--- src/source/prbs_pkg.sv ---
// shared widths and bundles for the prbs generator / checker

package prbs_pkg;

    //////////////////////////////////////////////////////////////////////
    // widths

    localparam int LFSR_WIDTH = 32;     // physical register width
    localparam int TAP_COUNT  = 4;      // tap slots per polynomial
    localparam int TAP_IDX_W  = 6;      // one tap index, 0 = slot unused
    localparam int LEN_W      = 6;      // active length field, 3..32
    localparam int ERR_CNT_W  = 16;     // checker mismatch counter
    localparam int PERIOD_W   = 32;     // measured sequence period

    //////////////////////////////////////////////////////////////////////
    // bundles

    // run configuration, sampled on start
    // tap index k selects register bit k-1
    // e.g. len 8 with taps 8,6,5,4 for a maximal sequence
    typedef struct packed {
        logic [LEN_W-1:0]                      len;   // active bits
        logic [TAP_COUNT-1:0][TAP_IDX_W-1:0]   taps;  // tap indices
        logic [LFSR_WIDTH-1:0]                 seed;  // start state
    } prbs_cfg_t;

    // command into one lfsr instance
    // load and step are exclusive, load wins if both show up
    typedef struct packed {
        logic load;     // seed the register
        logic step;     // advance one state
    } lfsr_cmd_t;

endpackage : prbs_pkg

--- src/source/lfsr_shifter.sv ---
`timescale 1ns/1ns

// xnor fibonacci lfsr, taps and length set at runtime
module lfsr_shifter (
    input  logic                             i_clk,
    input  logic                             i_rst_n,
    input  prbs_pkg::prbs_cfg_t              i_cfg,     // len, taps, seed
    input  prbs_pkg::lfsr_cmd_t              i_cmd,     // load / step
    output logic [prbs_pkg::LFSR_WIDTH-1:0]  o_state,   // current word
    output logic [prbs_pkg::LFSR_WIDTH-1:0]  o_next,    // successor, comb
    output logic                             o_wrap     // state == masked seed
);

    logic [prbs_pkg::LFSR_WIDTH-1:0] state_q;
    logic [prbs_pkg::LFSR_WIDTH-1:0] len_mask;     // ones below len
    logic [prbs_pkg::LFSR_WIDTH-1:0] tap_mask;     // decoded tap bits
    logic                            feedback;

    //////////////////////////////////////////////////////////////////////
    // mask decode

    always_comb begin
        len_mask = '0;
        tap_mask = '0;
        for (int b = 0; b < prbs_pkg::LFSR_WIDTH; b++) begin
            len_mask[b] = (prbs_pkg::LEN_W'(b) < i_cfg.len);
            // index b+1 taps bit b, index 0 never matches
            for (int t = 0; t < prbs_pkg::TAP_COUNT; t++) begin
                if (i_cfg.taps[t] == prbs_pkg::TAP_IDX_W'(b + 1))
                    tap_mask[b] = 1'b1;
            end
        end
    end

    // xnor over tapped bits inside the active length
    assign feedback = ~^(state_q & tap_mask & len_mask);
    assign o_next   = {state_q[prbs_pkg::LFSR_WIDTH-2:0], feedback} & len_mask;

    always_ff @(posedge i_clk or negedge i_rst_n) begin
        if (!i_rst_n) begin
            state_q <= '0;
        end else if (i_cmd.load) begin
            state_q <= i_cfg.seed & len_mask;   // bits above len dropped
        end else if (i_cmd.step) begin
            state_q <= o_next;
        end
    end

    assign o_state = state_q;
    assign o_wrap  = (state_q == (i_cfg.seed & len_mask));

    // both callers must keep load and step apart
    a_cmd_excl : assert property (@(posedge i_clk) disable iff (!i_rst_n)
        !(i_cmd.load && i_cmd.step))
        else $error("lfsr_shifter: load and step together");

    // all ones is the xnor lockup, a legal state never steps into it
    a_no_lockup : assert property (@(posedge i_clk) disable iff (!i_rst_n)
        (i_cmd.step && !i_cmd.load && state_q != len_mask)
        |=> ((state_q & $past(len_mask)) != $past(len_mask)))
        else $error("lfsr_shifter: stepped into lockup state");

endmodule : lfsr_shifter

--- src/source/prbs_checker.sv ---
`timescale 1ns/1ns

// self-synchronizing receive checker
// first valid word after clear seeds the predictor
module prbs_checker (
    input  logic                             i_clk,
    input  logic                             i_rst_n,
    input  prbs_pkg::prbs_cfg_t              i_cfg,         // len and taps used
    input  logic                             i_clear,       // drop lock, zero count
    input  logic                             i_rx_valid,
    input  logic [prbs_pkg::LFSR_WIDTH-1:0]  i_rx_data,
    output logic                             o_locked,
    output logic [prbs_pkg::ERR_CNT_W-1:0]   o_err_count
);

    logic                             locked_q;
    logic [prbs_pkg::ERR_CNT_W-1:0]   err_q;
    prbs_pkg::prbs_cfg_t              pred_cfg;     // config with rx seed
    prbs_pkg::lfsr_cmd_t              pred_cmd;
    logic [prbs_pkg::LFSR_WIDTH-1:0]  pred_next;    // expected word
    logic                             mismatch;

    //////////////////////////////////////////////////////////////////////
    // predictor

    // seed replaced by the received word
    always_comb begin
        pred_cfg      = i_cfg;
        pred_cfg.seed = i_rx_data;
    end

    assign pred_cmd.load = i_rx_valid && !locked_q && !i_clear;
    assign pred_cmd.step = i_rx_valid &&  locked_q && !i_clear;

    lfsr_shifter u_pred (
        .i_clk   (i_clk),
        .i_rst_n (i_rst_n),
        .i_cfg   (pred_cfg),
        .i_cmd   (pred_cmd),
        .o_state (),
        .o_next  (pred_next),
        .o_wrap  ()
    );

    // full word compare, flips above len count too
    assign mismatch = pred_cmd.step && (i_rx_data != pred_next);

    //////////////////////////////////////////////////////////////////////
    // lock and error count

    always_ff @(posedge i_clk or negedge i_rst_n) begin
        if (!i_rst_n) begin
            locked_q <= 1'b0;
            err_q    <= '0;
        end else if (i_clear) begin
            locked_q <= 1'b0;
            err_q    <= '0;
        end else begin
            if (pred_cmd.load)
                locked_q <= 1'b1;               // locked from next edge
            if (mismatch && err_q != '1)
                err_q <= err_q + 1'b1;          // saturates
        end
    end

    assign o_locked    = locked_q;
    assign o_err_count = err_q;

    // count only falls through clear
    a_err_monotonic : assert property (@(posedge i_clk) disable iff (!i_rst_n)
        !i_clear |=> (err_q >= $past(err_q)))
        else $error("prbs_checker: error count went down");

endmodule : prbs_checker

--- src/source/prbs_ctrl.sv ---
`timescale 1ns/1ns

// start / run sequencing, config latch and period measurement
module prbs_ctrl (
    input  logic                            i_clk,
    input  logic                            i_rst_n,
    input  prbs_pkg::prbs_cfg_t             i_cfg,        // sampled on start only
    input  logic                            i_start,      // restart pulse
    input  logic                            i_run,        // level, low freezes
    input  logic                            i_gen_wrap,   // generator at seed
    output prbs_pkg::prbs_cfg_t             o_cfg,        // latched config
    output prbs_pkg::lfsr_cmd_t             o_gen_cmd,
    output logic                            o_chk_clear,  // one cycle after start
    output logic                            o_tx_valid,
    output logic                            o_wrap,       // first wrap only
    output logic [prbs_pkg::PERIOD_W-1:0]   o_period
);

    typedef enum logic [1:0] {
        ST_IDLE,    // out of reset, nothing loaded
        ST_SEED,    // generator takes seed this cycle
        ST_RUN      // stepping on i_run
    } state_t;

    state_t                          state_q;
    prbs_pkg::prbs_cfg_t             cfg_q;
    logic                            tx_valid_q;
    logic                            chk_clear_q;
    logic                            wrap_seen_q;  // period already taken
    logic [prbs_pkg::PERIOD_W-1:0]   cnt_q;        // steps since seed load
    logic [prbs_pkg::PERIOD_W-1:0]   period_q;
    logic                            gen_step;
    logic                            first_wrap;

    //////////////////////////////////////////////////////////////////////
    // generator command

    // a start in RUN restarts, no step on that edge
    assign gen_step       = (state_q == ST_RUN) && i_run && !i_start;
    assign o_gen_cmd.load = (state_q == ST_SEED);
    assign o_gen_cmd.step = gen_step;

    // back at seed after at least one step
    assign first_wrap = (state_q == ST_RUN) && i_gen_wrap
                     && (cnt_q != '0) && !wrap_seen_q;

    always_ff @(posedge i_clk or negedge i_rst_n) begin
        if (!i_rst_n) begin
            state_q     <= ST_IDLE;
            cfg_q       <= '0;
            tx_valid_q  <= 1'b0;
            chk_clear_q <= 1'b0;
            wrap_seen_q <= 1'b0;
            cnt_q       <= '0;
            period_q    <= '0;
        end else begin
            chk_clear_q <= i_start;             // checker drops lock next cycle
            if (i_start) begin
                cfg_q       <= i_cfg;
                state_q     <= ST_SEED;
                tx_valid_q  <= 1'b0;
                wrap_seen_q <= 1'b0;
                cnt_q       <= '0;
                period_q    <= '0;
            end else begin
                case (state_q)
                    ST_SEED: begin
                        state_q    <= ST_RUN;
                        tx_valid_q <= 1'b1;     // seed word shows next cycle
                    end
                    ST_RUN: begin
                        if (first_wrap) begin
                            period_q    <= cnt_q;
                            wrap_seen_q <= 1'b1;
                        end else if (gen_step && !wrap_seen_q) begin
                            cnt_q <= cnt_q + 1'b1;  // stops after first wrap
                        end
                    end
                    default: ;                  // idle waits for start
                endcase
            end
        end
    end

    assign o_cfg       = cfg_q;
    assign o_chk_clear = chk_clear_q;
    assign o_tx_valid  = tx_valid_q;
    assign o_wrap      = first_wrap;
    assign o_period    = first_wrap ? cnt_q : period_q;   // visible in wrap cycle

    a_no_valid_idle : assert property (@(posedge i_clk) disable iff (!i_rst_n)
        (state_q == ST_IDLE) |-> !o_tx_valid)
        else $error("prbs_ctrl: tx valid while idle");

    a_cnt_no_wrap : assert property (@(posedge i_clk) disable iff (!i_rst_n)
        (!i_start && cnt_q != '0) |=> (cnt_q != '0))
        else $error("prbs_ctrl: period counter rolled over");

endmodule : prbs_ctrl

--- src/source/prbs_top.sv ---
`timescale 1ns/1ns

// prbs generator and checker, top level
module prbs_top (
    input  logic                             i_clk,
    input  logic                             i_rst_n,
    input  prbs_pkg::prbs_cfg_t              i_cfg,
    input  logic                             i_start,
    input  logic                             i_run,
    input  logic                             i_rx_valid,
    input  logic [prbs_pkg::LFSR_WIDTH-1:0]  i_rx_data,
    output logic                             o_tx_valid,
    output logic [prbs_pkg::LFSR_WIDTH-1:0]  o_tx_data,
    output logic                             o_wrap,
    output logic [prbs_pkg::PERIOD_W-1:0]    o_period,
    output logic                             o_rx_locked,
    output logic [prbs_pkg::ERR_CNT_W-1:0]   o_err_count
);

    prbs_pkg::prbs_cfg_t  cfg_q;        // latched at start
    prbs_pkg::lfsr_cmd_t  gen_cmd;
    logic                 gen_wrap;
    logic                 chk_clear;

    //////////////////////////////////////////////////////////////////////
    // control

    prbs_ctrl u_ctrl (
        .i_clk       (i_clk),
        .i_rst_n     (i_rst_n),
        .i_cfg       (i_cfg),
        .i_start     (i_start),
        .i_run       (i_run),
        .i_gen_wrap  (gen_wrap),
        .o_cfg       (cfg_q),
        .o_gen_cmd   (gen_cmd),
        .o_chk_clear (chk_clear),
        .o_tx_valid  (o_tx_valid),
        .o_wrap      (o_wrap),
        .o_period    (o_period)
    );

    // generator, next-state output not needed on tx side
    lfsr_shifter u_gen (
        .i_clk   (i_clk),
        .i_rst_n (i_rst_n),
        .i_cfg   (cfg_q),
        .i_cmd   (gen_cmd),
        .o_state (o_tx_data),
        .o_next  (),
        .o_wrap  (gen_wrap)
    );

    prbs_checker u_chk (
        .i_clk       (i_clk),
        .i_rst_n     (i_rst_n),
        .i_cfg       (cfg_q),
        .i_clear     (chk_clear),
        .i_rx_valid  (i_rx_valid),
        .i_rx_data   (i_rx_data),
        .o_locked    (o_rx_locked),
        .o_err_count (o_err_count)
    );

endmodule : prbs_top

--- config.mk ---
export PLATFORM = sky130hd
export DESIGN_NAME = prbs_top
export DESIGN_NICKNAME = d
export VERILOG_FILES = /design/src/source/prbs_pkg.sv /design/src/source/lfsr_shifter.sv /design/src/source/prbs_checker.sv /design/src/source/prbs_ctrl.sv /design/src/source/prbs_top.sv
export SDC_FILE = /design/constraint.sdc
export NUM_CORES = 1
export LEC_CHECK = 0
export ABC_AREA = 1
export BUFFER_PORTS_ARGS = -buffer_cell sky130_fd_sc_hd__buf_4
export CAP_MARGIN = 10
export CELL_PAD_IN_SITES_DETAIL_PLACEMENT = 0
export CELL_PAD_IN_SITES_GLOBAL_PLACEMENT = 2
export CORE_UTILIZATION = 29
export CTS_CLUSTER_SIZE = 14
export DETAILED_ROUTE_END_ITERATION = 10
export MAX_ROUTING_LAYER = met4
export PLACE_DENSITY = 0.76
export SLEW_MARGIN = 10
export SYNTH_ARGS = -nofsm -noshare
export SYNTH_HDL_FRONTEND = slang
export SYNTH_SLANG_ARGS = --single-unit
--- constraint.sdc ---
create_clock -name i_clk -period 2.7 [get_ports i_clk]
set_input_delay 0.27 -clock i_clk [delete_from_list [all_inputs] [get_ports i_clk]]
set_output_delay 0.27 -clock i_clk [all_outputs]
set_load 0.03 [all_outputs]
==> results of run 1 <==
[layout by cell type, fill, tap and decap left out, types with 15 or more instances in the layout]
cell type	n
nand2_1	708
inv_1	236
buf_4	492
nor2_1	193
dlygate4sd3_1	71
nand3_1	232
o21ai_0	160
nand2_2	62
dfrtp_1	208
nor3_1	30
xor2_1	51
clkbuf_16	32
nor4_1	15
nand4_1	43
a21oi_1	39
xnor2_1	39
nand2_4	32
buf_12	15
[per-layer routing]
layer,part of all wire,wire length (µm),up-vias
met5,0,0,-
met3,0.052,3540,86
met1,0.44,29500,7992
li1,-,-,8383
met2,0.48,32300,433
met4,0.034,2330,0
[final cells by class]
| class | instances | area share |
|---|---|---|
| Sequential cell | 211 | 0.242 |
| Clock inverter | 9 | 0.00745 |
| Antenna cell | 1 | 0.000115 |
| Clock buffer | 42 | 0.0382 |
| Timing Repair Buffer | 600 | 0.233 |
| Tap cell | 672 | 0.0385 |
| Inverter | 251 | 0.0440 |
| Multi-Input combinational cell | 1722 | 0.397 |
[state kept, by name, summed over array words and instances (netlist names)]
signal	count
u_ctrl.o_tx_valid	1
u_gen.o_state	32
u_ctrl.cnt_q	32
u_chk.o_err_count	16
u_ctrl.o_cfg	62
u_ctrl.state_q	1
u_chk.o_locked	1
u_ctrl.o_chk_clear	1
u_ctrl.wrap_seen_q	1
u_chk.u_pred.o_state	32
u_ctrl.period_q	32
[report_power, final]
part	internal [µW]	total (µW)	switching (µW)
combinational	1460	3680	2220
sequential	3450	3750	293
clock	2510	4100	1590
total	7430	11500	4100
[worst paths after layout]
check	endpoint	slack, ns
worst max-delay path	o_period[7]	-0.95
worst min-delay path	u_chk.u_pred.o_state[28]$_DFFE_PN0P_	0.03
worst max register to register	u_chk.o_err_count[4]$_DFFE_PN0P_	-0.33
worst min register to register	u_ctrl.o_cfg[15]$_DFFE_PN0P_	0.48
max in group asynchronous	u_ctrl.cnt_q[10]$_DFFE_PN0P_	1.73
min in group asynchronous	u_ctrl.cnt_q[25]$_DFFE_PN0P_	0.22
[stage by stage]
stage	util	std cells	hold slack (ns)	power, µW	area [µm²]
2_1_floorplan	-	2259	-0.0256	5340	14900
3_3_place_gp	0.386	3363	0.286	7210	19300
3_5_place_dp	0.386	3363	0.282	7220	19300
4_1_cts	0.428	3500	0.0138	11600	21500
5_1_grt	0.435	3508	0.0682	12100	21800
6_report	0.435	3508	0.0334	11500	21800
[kinds of logic (layout without fill, tap and decap cells)]
group,count (synthesis),after routing,share of synthesized area
AOI/OAI and AO/OA,273,273,0.106
xor gates and xnor gates,91,91,0.0541
adders and majority gates,3,3,0.00255
buffers and inverters,327,902,0.0890
DFF,211,211,0.358
other,0,1,0
and+or+nand+nor,1354,1355,0.390
[critical path: stages, from the launching register on]
cell and delay [ns]:
dfrtp_1 0.40, buf_6 0.14, nor2_8 0.16, nand2_4 0.11, nor2_4 0.16, nand2_2 0.10, nand2_2 0.09, xor2_1 0.07
a2111oi_1 0.33, nand2_1 0.18, nor3b_4 0.29, nand3_4 0.14, buf_12 0.18, buf_8 0.15, nand2_1 0.09, nand2_2 0.05
buf_4 0.16
[timing repair]
item | 4_1_cts | 5_1_grt
hold endpoints to repair | 131 | 0
endpoints found under the setup margin | 115 | 115
buffers inserted | 10 | 3
pin swaps | 15 | 28
resized for setup | 76 | 61
cloned | 6 | 4
hold buffers | 71 | 0
==> results by group, run 1 <==
Die
  – Die Width: 227 µm
  – Die Footprint: 51700 µm²
  – Core area: 50200 µm²
  – Die Height: 227 µm
  – Initial core utilization: 0.294
  – Row cnt: 82
  – Io pins: 182

Yosys
  – Top-count cell post-synth: nand2_1
  – Syn Area/Cell: 6.52 µm²
  – Mapped Nets: 2361
  – Post-synth EDFFs: 0
  – YS warnings: 0
  – Top cells by area, synth: dfrtp_1 (36%), nand2_1 (20%), nand3_1 (7.9%)
  – Synth async-reset ratio: 1.00
  – Post-Synthesis Cells: 2259
  – Mapped Area: 14700 µm²
  – Netlist cell types: 51
  – Register area share after synthesis: 0.358
  – #FFs+latches synth: 211
  – Top_reg_cell synth: dfrtp_1
  – Share of the synthesized area in the top cell type: 0.358
  – Most instantiated cells after synthesis: nand2_1 (795), inv_1 (237), nand3_1 (232)
  – Area leader, netlist: dfrtp_1

Final layout
  – Multi-input logic area: 8660 µm²
  – Storage cell area: 5280 µm²
  – Number of nets in the layout: 2917
  – # fillers: 5313
  – Share of layout cells above drive strength 1: 0.261
  – Area growth syn-to-layout: 48.1%

STA
  – Setup TNS: -46.77 ns
  – Fin crit period: 3.65 ns
  – Final Slew Violations: 0
  – Setup Viol. Count Final: 114
  – RSZ-0062 raised after global routing: true
  – Post-route worst setup slack: -0.948 ns
  – Fin crit share: 1.35
  – Fin. Hold Viols: 0
  – Fmax: 274 MHz
  – Final Skew: 0.0144 ns
  – Worst Tran Pin Value: 0.704 ns
  – Worst relative slew slack: 0.531

Placed design
  – DP HPWL: 51800 µm
  – DP Worst Slack: -0.409 ns
  – GPL Wtd Cong: 0.916
  – Buffers on Ports: 181

Setup path
  – Setup CP Type: register to primary output
  – CP required: 2.43 ns
  – Critical path origin: u_ctrl.o_cfg[61]$_DFFE_PN0P_
  – Worst EP arrival: 3.38 ns
  – Worst setup SP type: register
  – Crit Path Max Fanout: 10
  – RR Startpoint: u_ctrl.o_cfg[61]$_DFFE_PN0P_
  – Crit. End Element: primary output
  – R2R cell count: 26

Hold path
  – Hold Path Stages: 5
  – Hold Path Class: input port to register
  – HP Start: i_rx_data[28]

GRT
  – GRT overflow: 0
  – Met3 GRT Util: 0.0383
  – Met1 global-route usage: 0.343
  – Vias in the first global route: 16500
  – Initial antenna violation count: 1
  – Met2 usage in global routing: 0.437
  – First-pass GRT wire length: 100000 µm
  – GRT Util Overall: 0.269
  – Gr busiest metal: met2
  – Largest net degree at the start of global routing: 147

Detailed routing
  – Vias post-DR: 16900
  – Drc violations: 0
  – Final ANT Viol Nets: 0
  – Drt total wl: 67700 µm
  – WL/cell: 19.3 µm
  – DRT iter0 DRCs: 1116
  – DR vias/cell: 4.82
  – Pre-Repair DR Iteration Count: 7

Job
  – Number of max-cap violations: 0

Pwr
  – Leakage: 0.0109 µW
  – PwrDens: 528 nW/µm²
  – Largest vdd supply drop: 0.000522 V

Clock network
  – Clk pin slew, worst setup/hold paths: 0.06 ns
  – CTS sink count: 211
  – Root buffer cell: clkbuf_16
  – CTS tree: done
  – CTS Buf Count: 29
  – CTS H-tree lvls: 1
  – Worst skew pair latency: 0.59 ns
  – CTS Buffer Depth: 3

Run status
  – Failing checks: negative setup slack
  – Outcome: finished with violations
(Power assumes the default switching activity.)
==> run 2, diff against run 1 <==
--- a/config.mk
+++ b/config.mk
@@ -8,2 +8,3 @@
 export ABC_AREA = 1
+export ABC_CLOCK_PERIOD_IN_PS = 2700
 export BUFFER_PORTS_ARGS = -buffer_cell sky130_fd_sc_hd__buf_4
--- a/constraint.sdc
+++ b/constraint.sdc
@@ -3,2 +3,2 @@
 set_output_delay 0.27 -clock i_clk [all_outputs]
-set_load 0.03 [all_outputs]
+set_load 0.1 [all_outputs]
==> results by group, run 2 (synthesis gave the netlist of run 1 again) <==
STA
  – Setup TNS: -43.69 ns (was -46.77 ns)
  – Final Slew Violations: 0 (unchanged)
  – Fmax: 270 MHz (was 274 MHz)
  – Final Skew: 0.0216 ns (was 0.0144 ns)
  – Fin. Hold Viols: 0 (unchanged)
  – Setup Viol. Count Final: 115 (was 114)
  – Worst relative slew slack: 0.463 (was 0.531)
  – Worst Tran Pin Value: 0.800 ns (was 0.704 ns)
  – Fin crit share: 1.37 (was 1.35)
  – RSZ-0062 raised after global routing: true (unchanged)
  – Post-route worst setup slack: -1.01 ns (was -0.948 ns)
  – Fin crit period: 3.71 ns (was 3.65 ns)
  – Final hold slack: 0.0237 ns (was 0.0334 ns)

Clock network
  – Root buffer cell: clkbuf_16 (unchanged)
  – CTS Buf Count: 29 (unchanged)
  – Clk pin slew, worst setup/hold paths: 0.06 ns (about the same)
  – CTS Buffer Depth: 3 (unchanged)
  – CTS sink count: 211 (unchanged)
  – CTS tree: done (unchanged)
  – Worst skew pair latency: 0.59 ns (about the same)
  – CTS H-tree lvls: 1 (unchanged)

Die
  – Io pins: 182 (unchanged)
  – Die Height: 227 µm (unchanged)
  – Row cnt: 82 (unchanged)
  – Die Footprint: 51700 µm² (unchanged)
  – Initial core utilization: 0.294 (unchanged)
  – Die Width: 227 µm (unchanged)
  – Core area: 50200 µm² (unchanged)

Detailed routing
  – Vias post-DR: 17200 (was 16900)
  – DR vias/cell: 4.87 (was 4.82)
  – Pre-Repair DR Iteration Count: 5 (was 7)
  – Final ANT Viol Nets: 0 (unchanged)
  – DRT iter0 DRCs: 1306 (was 1116)
  – Drc violations: 0 (unchanged)
  – Drt total wl: 68100 µm (was 67700 µm)
  – WL/cell: 19.3 µm (about the same)

GRT
  – Gr busiest metal: met2 (unchanged)
  – Met1 global-route usage: 0.348 (was 0.343)
  – Initial antenna violation count: 0 (was 1)
  – Largest net degree at the start of global routing: 148 (was 147)
  – Met3 GRT Util: 0.0378 (was 0.0383)
  – GRT overflow: 0 (unchanged)
  – Met2 usage in global routing: 0.432 (was 0.437)
  – First-pass GRT wire length: 101000 µm (was 100000 µm)
  – Vias in the first global route: 16900 (was 16500)
  – GRT Util Overall: 0.270 (was 0.269)

Run status
  – Outcome: finished with violations (unchanged)
  – Failing checks: negative setup slack (unchanged)

Placed design
  – Placed Area: 20000 µm² (was 19300 µm²)
  – Post-Place Cells: 3381 (was 3363)
  – GPL Wtd Cong: 0.957 (was 0.916)
  – DP HPWL: 52600 µm (was 51800 µm)
  – DP Worst Slack: -0.681 ns (was -0.409 ns)
  – Buffers on Ports: 181 (unchanged)

Setup path
  – Setup CP Type: register to primary output (unchanged)
  – Worst setup SP type: register (unchanged)
  – Crit. End Element: primary output (unchanged)
  – R2R setup slack: -0.35 ns (was -0.33 ns)
  – CP required: 2.43 ns (about the same)
  – Reg2reg end: u_chk.o_err_count[14]$_DFFE_PN0P_ (was u_chk.o_err_count[4]$_DFFE_PN0P_)
  – R2R cell count: 25 (was 26)
  – Crit Path Max Fanout: 7 (was 10)
  – RR Startpoint: u_ctrl.o_cfg[61]$_DFFE_PN0P_ (unchanged)
  – Worst EP arrival: 3.44 ns (was 3.38 ns)

Hold path
  – Hold Path Class: input port to register (unchanged)
  – Hold Crit Endpoint: u_chk.u_pred.o_state[26]$_DFFE_PN0P_ (was u_chk.u_pred.o_state[28]$_DFFE_PN0P_)
  – Hold Path Stages: 3 (was 5)
  – HP Start: i_rx_data[26] (was i_rx_data[28])

Final layout
  – Share of layout cells above drive strength 1: 0.321 (was 0.261)
  – Non-Filler Instances: 3531 (was 3508)
  – Fin area: 23300 µm² (was 21800 µm²)
  – Largest register FFs: 62 (unchanged)
  – ANT cells: 0 (was 1)
  – Number of nets in the layout: 2938 (was 2917)
  – Area growth syn-to-layout: 58.4% (was 48.1%)
  – Most frequent cells in the layout: nand2_1 (647), buf_4 (482), inv_1 (227) (was nand2_1 (708), buf_4 (492), inv_1 (236))
  – Leading cell type in the layout, fill and taps excluded: nand2_1 (unchanged)

Pwr
  – PwrDens: 527 nW/µm² (was 528 nW/µm²)
  – Largest vdd supply drop: 0.000590 V (was 0.000522 V)
  – Leakage: 0.0114 µW (was 0.0109 µW)

Job
  – Number of max-cap violations: 0 (unchanged)
-- run 2: timing repair --
action | 4_1_cts | 5_1_grt
pin swaps | 25 | 41
hold buffers | 68 | 0
setup endpoints to repair | 115 | 115
resized for setup | 260 | 111
endpoints found under the hold margin | 145 | 0
gates cloned | 5 | 1
buffers inserted | 13 | 11
-- run 2: cell type report --
| type | count | area [µm²] |
|---|---|---|
| Sequential cell | 211 | 5320 |
| Multi-Input combinational cell | 1722 | 9600 |
| Fill cell | 5016 | 26800 |
| Clock buffer | 40 | 797 |
| Clock inverter | 14 | 219 |
| Tap cell | 672 | 841 |
| Inverter | 251 | 958 |
| Timing Repair Buffer | 621 | 5610 |
-- run 2: per-layer routing --
metal	vias up	wire (µm)
met5	-	0
met4	0	2570
met3	93	3630
met2	461	32000
met1	8223	29900
li1	8430	-
-- run 2: stage by stage --
step | utilization | power [µW]
after floorplan | - | 5860
after global placement | 0.398 | 7790
after detailed placement | 0.398 | 7800
after CTS | 0.455 | 12200
after global routing | 0.465 | 12800
final | 0.465 | 12300
-- run 2: critical path, cell delays in order, from the launching register on --
cell	delay, ns
dfrtp_2	0.44
buf_12	0.14
nor2_8	0.12
nand2_4	0.09
buf_8	0.15
nor2_4	0.16
inv_2	0.06
nand3_2	0.06
nand4_1	0.14
nor4_2	0.33
nor3b_4	0.30
nand3_4	0.14
clkinv_4	0.10
buf_6	0.13
buf_16	0.16
nand2_4	0.09
nand2_8	0.07
buf_12	0.17
-- run 2: where the power goes --
part / switching [µW] / internal [µW] / leakage, µW
Clock: 1630 / 2550 / 0.000493
Combinational: 2800 / 1560 / 0.00822
Sequential: 294 / 3460 / 0.00273
Total: 4730 / 7570 / 0.0114
-- run 2: worst max path at each step --
stage,endpoint,slack (ns),cells past startpoint,start
2_1_floorplan,o_period[22],-0.05,16,u_ctrl.o_cfg[61]$_DFFE_PN0P_
3_3_place_gp,o_period[12],-0.69,16,u_ctrl.o_cfg[59]$_DFFE_PN0P_
3_5_place_dp,o_period[17],-0.68,16,u_ctrl.o_cfg[60]$_DFFE_PN0P_
4_1_cts,o_period[22],-0.98,18,u_ctrl.o_cfg[61]$_DFFE_PN0P_
5_1_grt,o_period[16],-1.11,18,u_ctrl.o_cfg[60]$_DFFE_PN0P_
6_report,o_period[16],-1.01,17,u_ctrl.o_cfg[61]$_DFFE_PN0P_
==> run 3, diff against run 2 <==
Settings changed: CORE_ASPECT_RATIO set to 0.8.
==> results by group, run 3 (synthesis gave the netlist of run 1 again) <==
Placed design
  – GPL Wtd Cong: 0.972 (was 0.957)
  – DP Worst Slack: -0.698 ns (was -0.681 ns)
  – Buffers on Ports: 181 (unchanged)
  – DP HPWL: 54700 µm (was 52600 µm)

Setup path
  – R2R setup slack: -0.45 ns (was -0.35 ns)
  – R2R cell count: 18 (was 25)
  – Worst path slowest cell: dfrtp_1 (was dfrtp_2)
  – Crit. End Element: primary output (unchanged)
  – Reg2reg end: u_ctrl.period_q[25]$_DFFE_PN0P_ (was u_chk.o_err_count[14]$_DFFE_PN0P_)
  – Crit-path max cell delay: 0.40 ns (was 0.44 ns)
  – RR Startpoint: u_ctrl.o_cfg[61]$_DFFE_PN0P_ (unchanged)
  – Worst EP arrival: 3.52 ns (was 3.44 ns)
  – CP required: 2.43 ns (about the same)
  – CP delay by family, top: simple AND/OR/NAND/NOR gates (unchanged)
  – Crit Path Max Fanout: 5 (was 7)
  – Worst setup SP type: register (unchanged)
  – Worst Path Buf+Inv: 6 (was 7)
  – Setup CP Type: register to primary output (unchanged)
  – CP Cell Sequence: buf_6, nor2_8, inv_4, nand2_4, o21ai_4, nand2_2, xor2_2, nand4_1, nor4_2, nor3b_4, nand3_4, inv_8, buf_12, buf_16, nand2_8, nand2_8, buf_12 (was buf_12, nor2_8, nand2_4, buf_8, nor2_4, inv_2, nand3_2, nand4_1, nor4_2, nor3b_4, nand3_4, clkinv_4, buf_6, buf_16, nand2_4, nand2_8, buf_12)

Run status
  – Failing checks: negative setup slack (unchanged)
  – Outcome: finished with violations (unchanged)

Detailed routing
  – WL met1: 35900 µm (was 29900 µm)
  – Pre-Repair DR Iteration Count: 5 (unchanged)
  – Vias post-DR: 17600 (was 17200)
  – DRT iter0 DRCs: 1832 (was 1306)
  – WL/cell: 20.4 µm (was 19.3 µm)
  – Drc violations: 0 (unchanged)
  – Routed wl met3: 7140 µm (was 3630 µm)
  – Met2 wire length: 27700 µm (was 32000 µm)
  – DR top layer: met4 (unchanged)
  – Drt total wl: 72100 µm (was 68100 µm)
  – DR vias/cell: 4.98 (was 4.87)
  – Final ANT Viol Nets: 0 (unchanged)

Die
  – Die Height: 204 µm (was 227 µm)
  – Core area: 50000 µm² (was 50200 µm²)
  – Io pins: 182 (unchanged)
  – Die Footprint: 51700 µm² (about the same)
  – Initial core utilization: 0.295 (was 0.294)
  – Die Width: 254 µm (was 227 µm)
  – Row cnt: 73 (was 82)

Pwr
  – Largest vdd supply drop: 0.000355 V (was 0.000590 V)
  – Leakage: 0.0116 µW (was 0.0114 µW)
  – PwrDens: 510 nW/µm² (was 527 nW/µm²)

Clock network
  – Root buffer cell: clkbuf_16 (unchanged)
  – CTS tree: done (unchanged)
  – Clk pin slew, worst setup/hold paths: 0.07 ns (was 0.06 ns)
  – CTS H-tree lvls: 1 (unchanged)
  – CTS Buffer Depth: 3 (unchanged)
  – CTS Buf Count: 27 (was 29)
  – Worst skew pair latency: 0.57 ns (was 0.59 ns)
  – CTS sink count: 211 (unchanged)

STA
  – Fin. Hold Viols: 0 (unchanged)
  – RSZ-0062 raised after global routing: true (unchanged)
  – Final Skew: 0.0130 ns (was 0.0216 ns)
  – Setup TNS: -56.82 ns (was -43.69 ns)
  – Worst relative slew slack: 0.503 (was 0.463)
  – Post-route worst setup slack: -1.09 ns (was -1.01 ns)
  – Final Slew Violations: 0 (unchanged)
  – Setup Viol. Count Final: 114 (was 115)
  – Worst Tran Pin Value: 0.745 ns (was 0.800 ns)
  – Fmax: 264 MHz (was 270 MHz)
  – Fin crit period: 3.79 ns (was 3.71 ns)
  – Fin crit share: 1.40 (was 1.37)

GRT
  – GRT Util Overall: 0.283 (was 0.270)
  – Vias in the first global route: 16700 (was 16900)
  – Largest net degree at the start of global routing: 85 (was 148)
  – GRT overflow: 0 (unchanged)
  – Initial antenna violation count: 0 (unchanged)
  – First-pass GRT wire length: 105000 µm (was 101000 µm)

Final layout
  – Largest register FFs: 62 (unchanged)
  – # fillers: 4997 (was 5016)
  – Most frequent cells in the layout: nand2_1 (639), buf_4 (474), inv_1 (234) (was nand2_1 (647), buf_4 (482), inv_1 (227))
  – Number of nets in the layout: 2946 (was 2938)
  – Share of layout cells above drive strength 1: 0.325 (was 0.321)
  – Area growth syn-to-layout: 63.3% (was 58.4%)
  – Leading cell type in the layout, fill and taps excluded: nand2_1 (unchanged)

Hold path
  – HP Start: i_rx_data[26] (unchanged)
  – Hold Crit Endpoint: u_chk.u_pred.o_state[26]$_DFFE_PN0P_ (unchanged)
  – Hold Path Stages: 3 (unchanged)
  – Hold Path Class: input port to register (unchanged)

Job
  – Number of max-cap violations: 0 (unchanged)
==> run 3: changes by cell type in the layout (fill, tap and decap cells not counted), moves of 9 or more <==
cell     change
nand2_8     +33
nand2_2     -20
buf_6       +14
o21ai_0     -13
nor2_2       -9
==> run 3: worst max-delay path by stage <==
stage,from,endpoint,slack [ns],cells past startpoint
floorplan,u_ctrl.o_cfg[61]$_DFFE_PN0P_,o_period[22],-0.05,16
global placement,u_ctrl.o_cfg[61]$_DFFE_PN0P_,o_period[20],-0.83,15
detailed placement,u_ctrl.o_cfg[61]$_DFFE_PN0P_,o_period[18],-0.70,15
CTS,u_ctrl.o_cfg[61]$_DFFE_PN0P_,o_period[15],-1.0,17
global route,u_ctrl.o_cfg[61]$_DFFE_PN0P_,o_period[27],-1.21,17
finish,u_ctrl.o_cfg[61]$_DFFE_PN0P_,o_period[27],-1.09,17
==> run 3: final cells by class <==
class / count / area, µm² / area share
antenna: 1 / 2.50 / 0.000104
clock buffer: 30 / 697 / 0.0290
clock inverter: 20 / 290 / 0.0121
inverter: 251 / 967 / 0.0402
multi-input combinational: 1722 / 10100 / 0.419
sequential: 211 / 5320 / 0.221
tap: 675 / 845 / 0.0351
timing repair buffer: 631 / 5870 / 0.244
==> run 3: repair_timing <==
action | CTS | global route
hold buffers | 64 | 0
pin swaps | 28 | 51
cloned | 7 | 7
setup endpoints to repair | 115 | 115
buffers inserted | 24 | 27
gates resized for setup | 292 | 193
hold endpoints to repair | 111 | 0
==> run 3: worst reg2reg max path: cells and delay by family, from the launching register on <==
kind                      cells  cell delay, ns
DFF                           1            0.40
AOI/OAI and AO/OA             2            0.13
xor gates and xnor gates      1            0.18
buffers and inverters         7            0.85
and+or+nand+nor               8            1.45
==> run 3: metal layers <==
layer	vias up	GRT usage
met4	0	0.0540
met1	8362	0.437
met3	80	0.0638
met5	-	-
li1	8468	-
met2	735	0.367
==> run 3: power by group <==
| group | internal, µW | total, µW | switching (µW) |
|---|---|---|---|
| clock | 2530 | 4180 | 1650 |
| sequential | 3460 | 3760 | 302 |
| combinational | 1490 | 4340 | 2850 |
==> run 3: metrics by stage <==
stage / utilization / instance area [µm²] / hold slack, ns / power, µW / instances
after floorplan: - / 15400 / -0.0256 / 5860 / 2259
after detailed placement: 0.397 / 19900 / 0.236 / 7770 / 3372
final: 0.482 / 24100 / 0.0165 / 12300 / 3541
after CTS: 0.462 / 23100 / 0.00101 / 12200 / 3517
after global placement: 0.397 / 19900 / 0.240 / 7770 / 3372
after global routing: 0.482 / 24100 / 0.0110 / 12800 / 3540
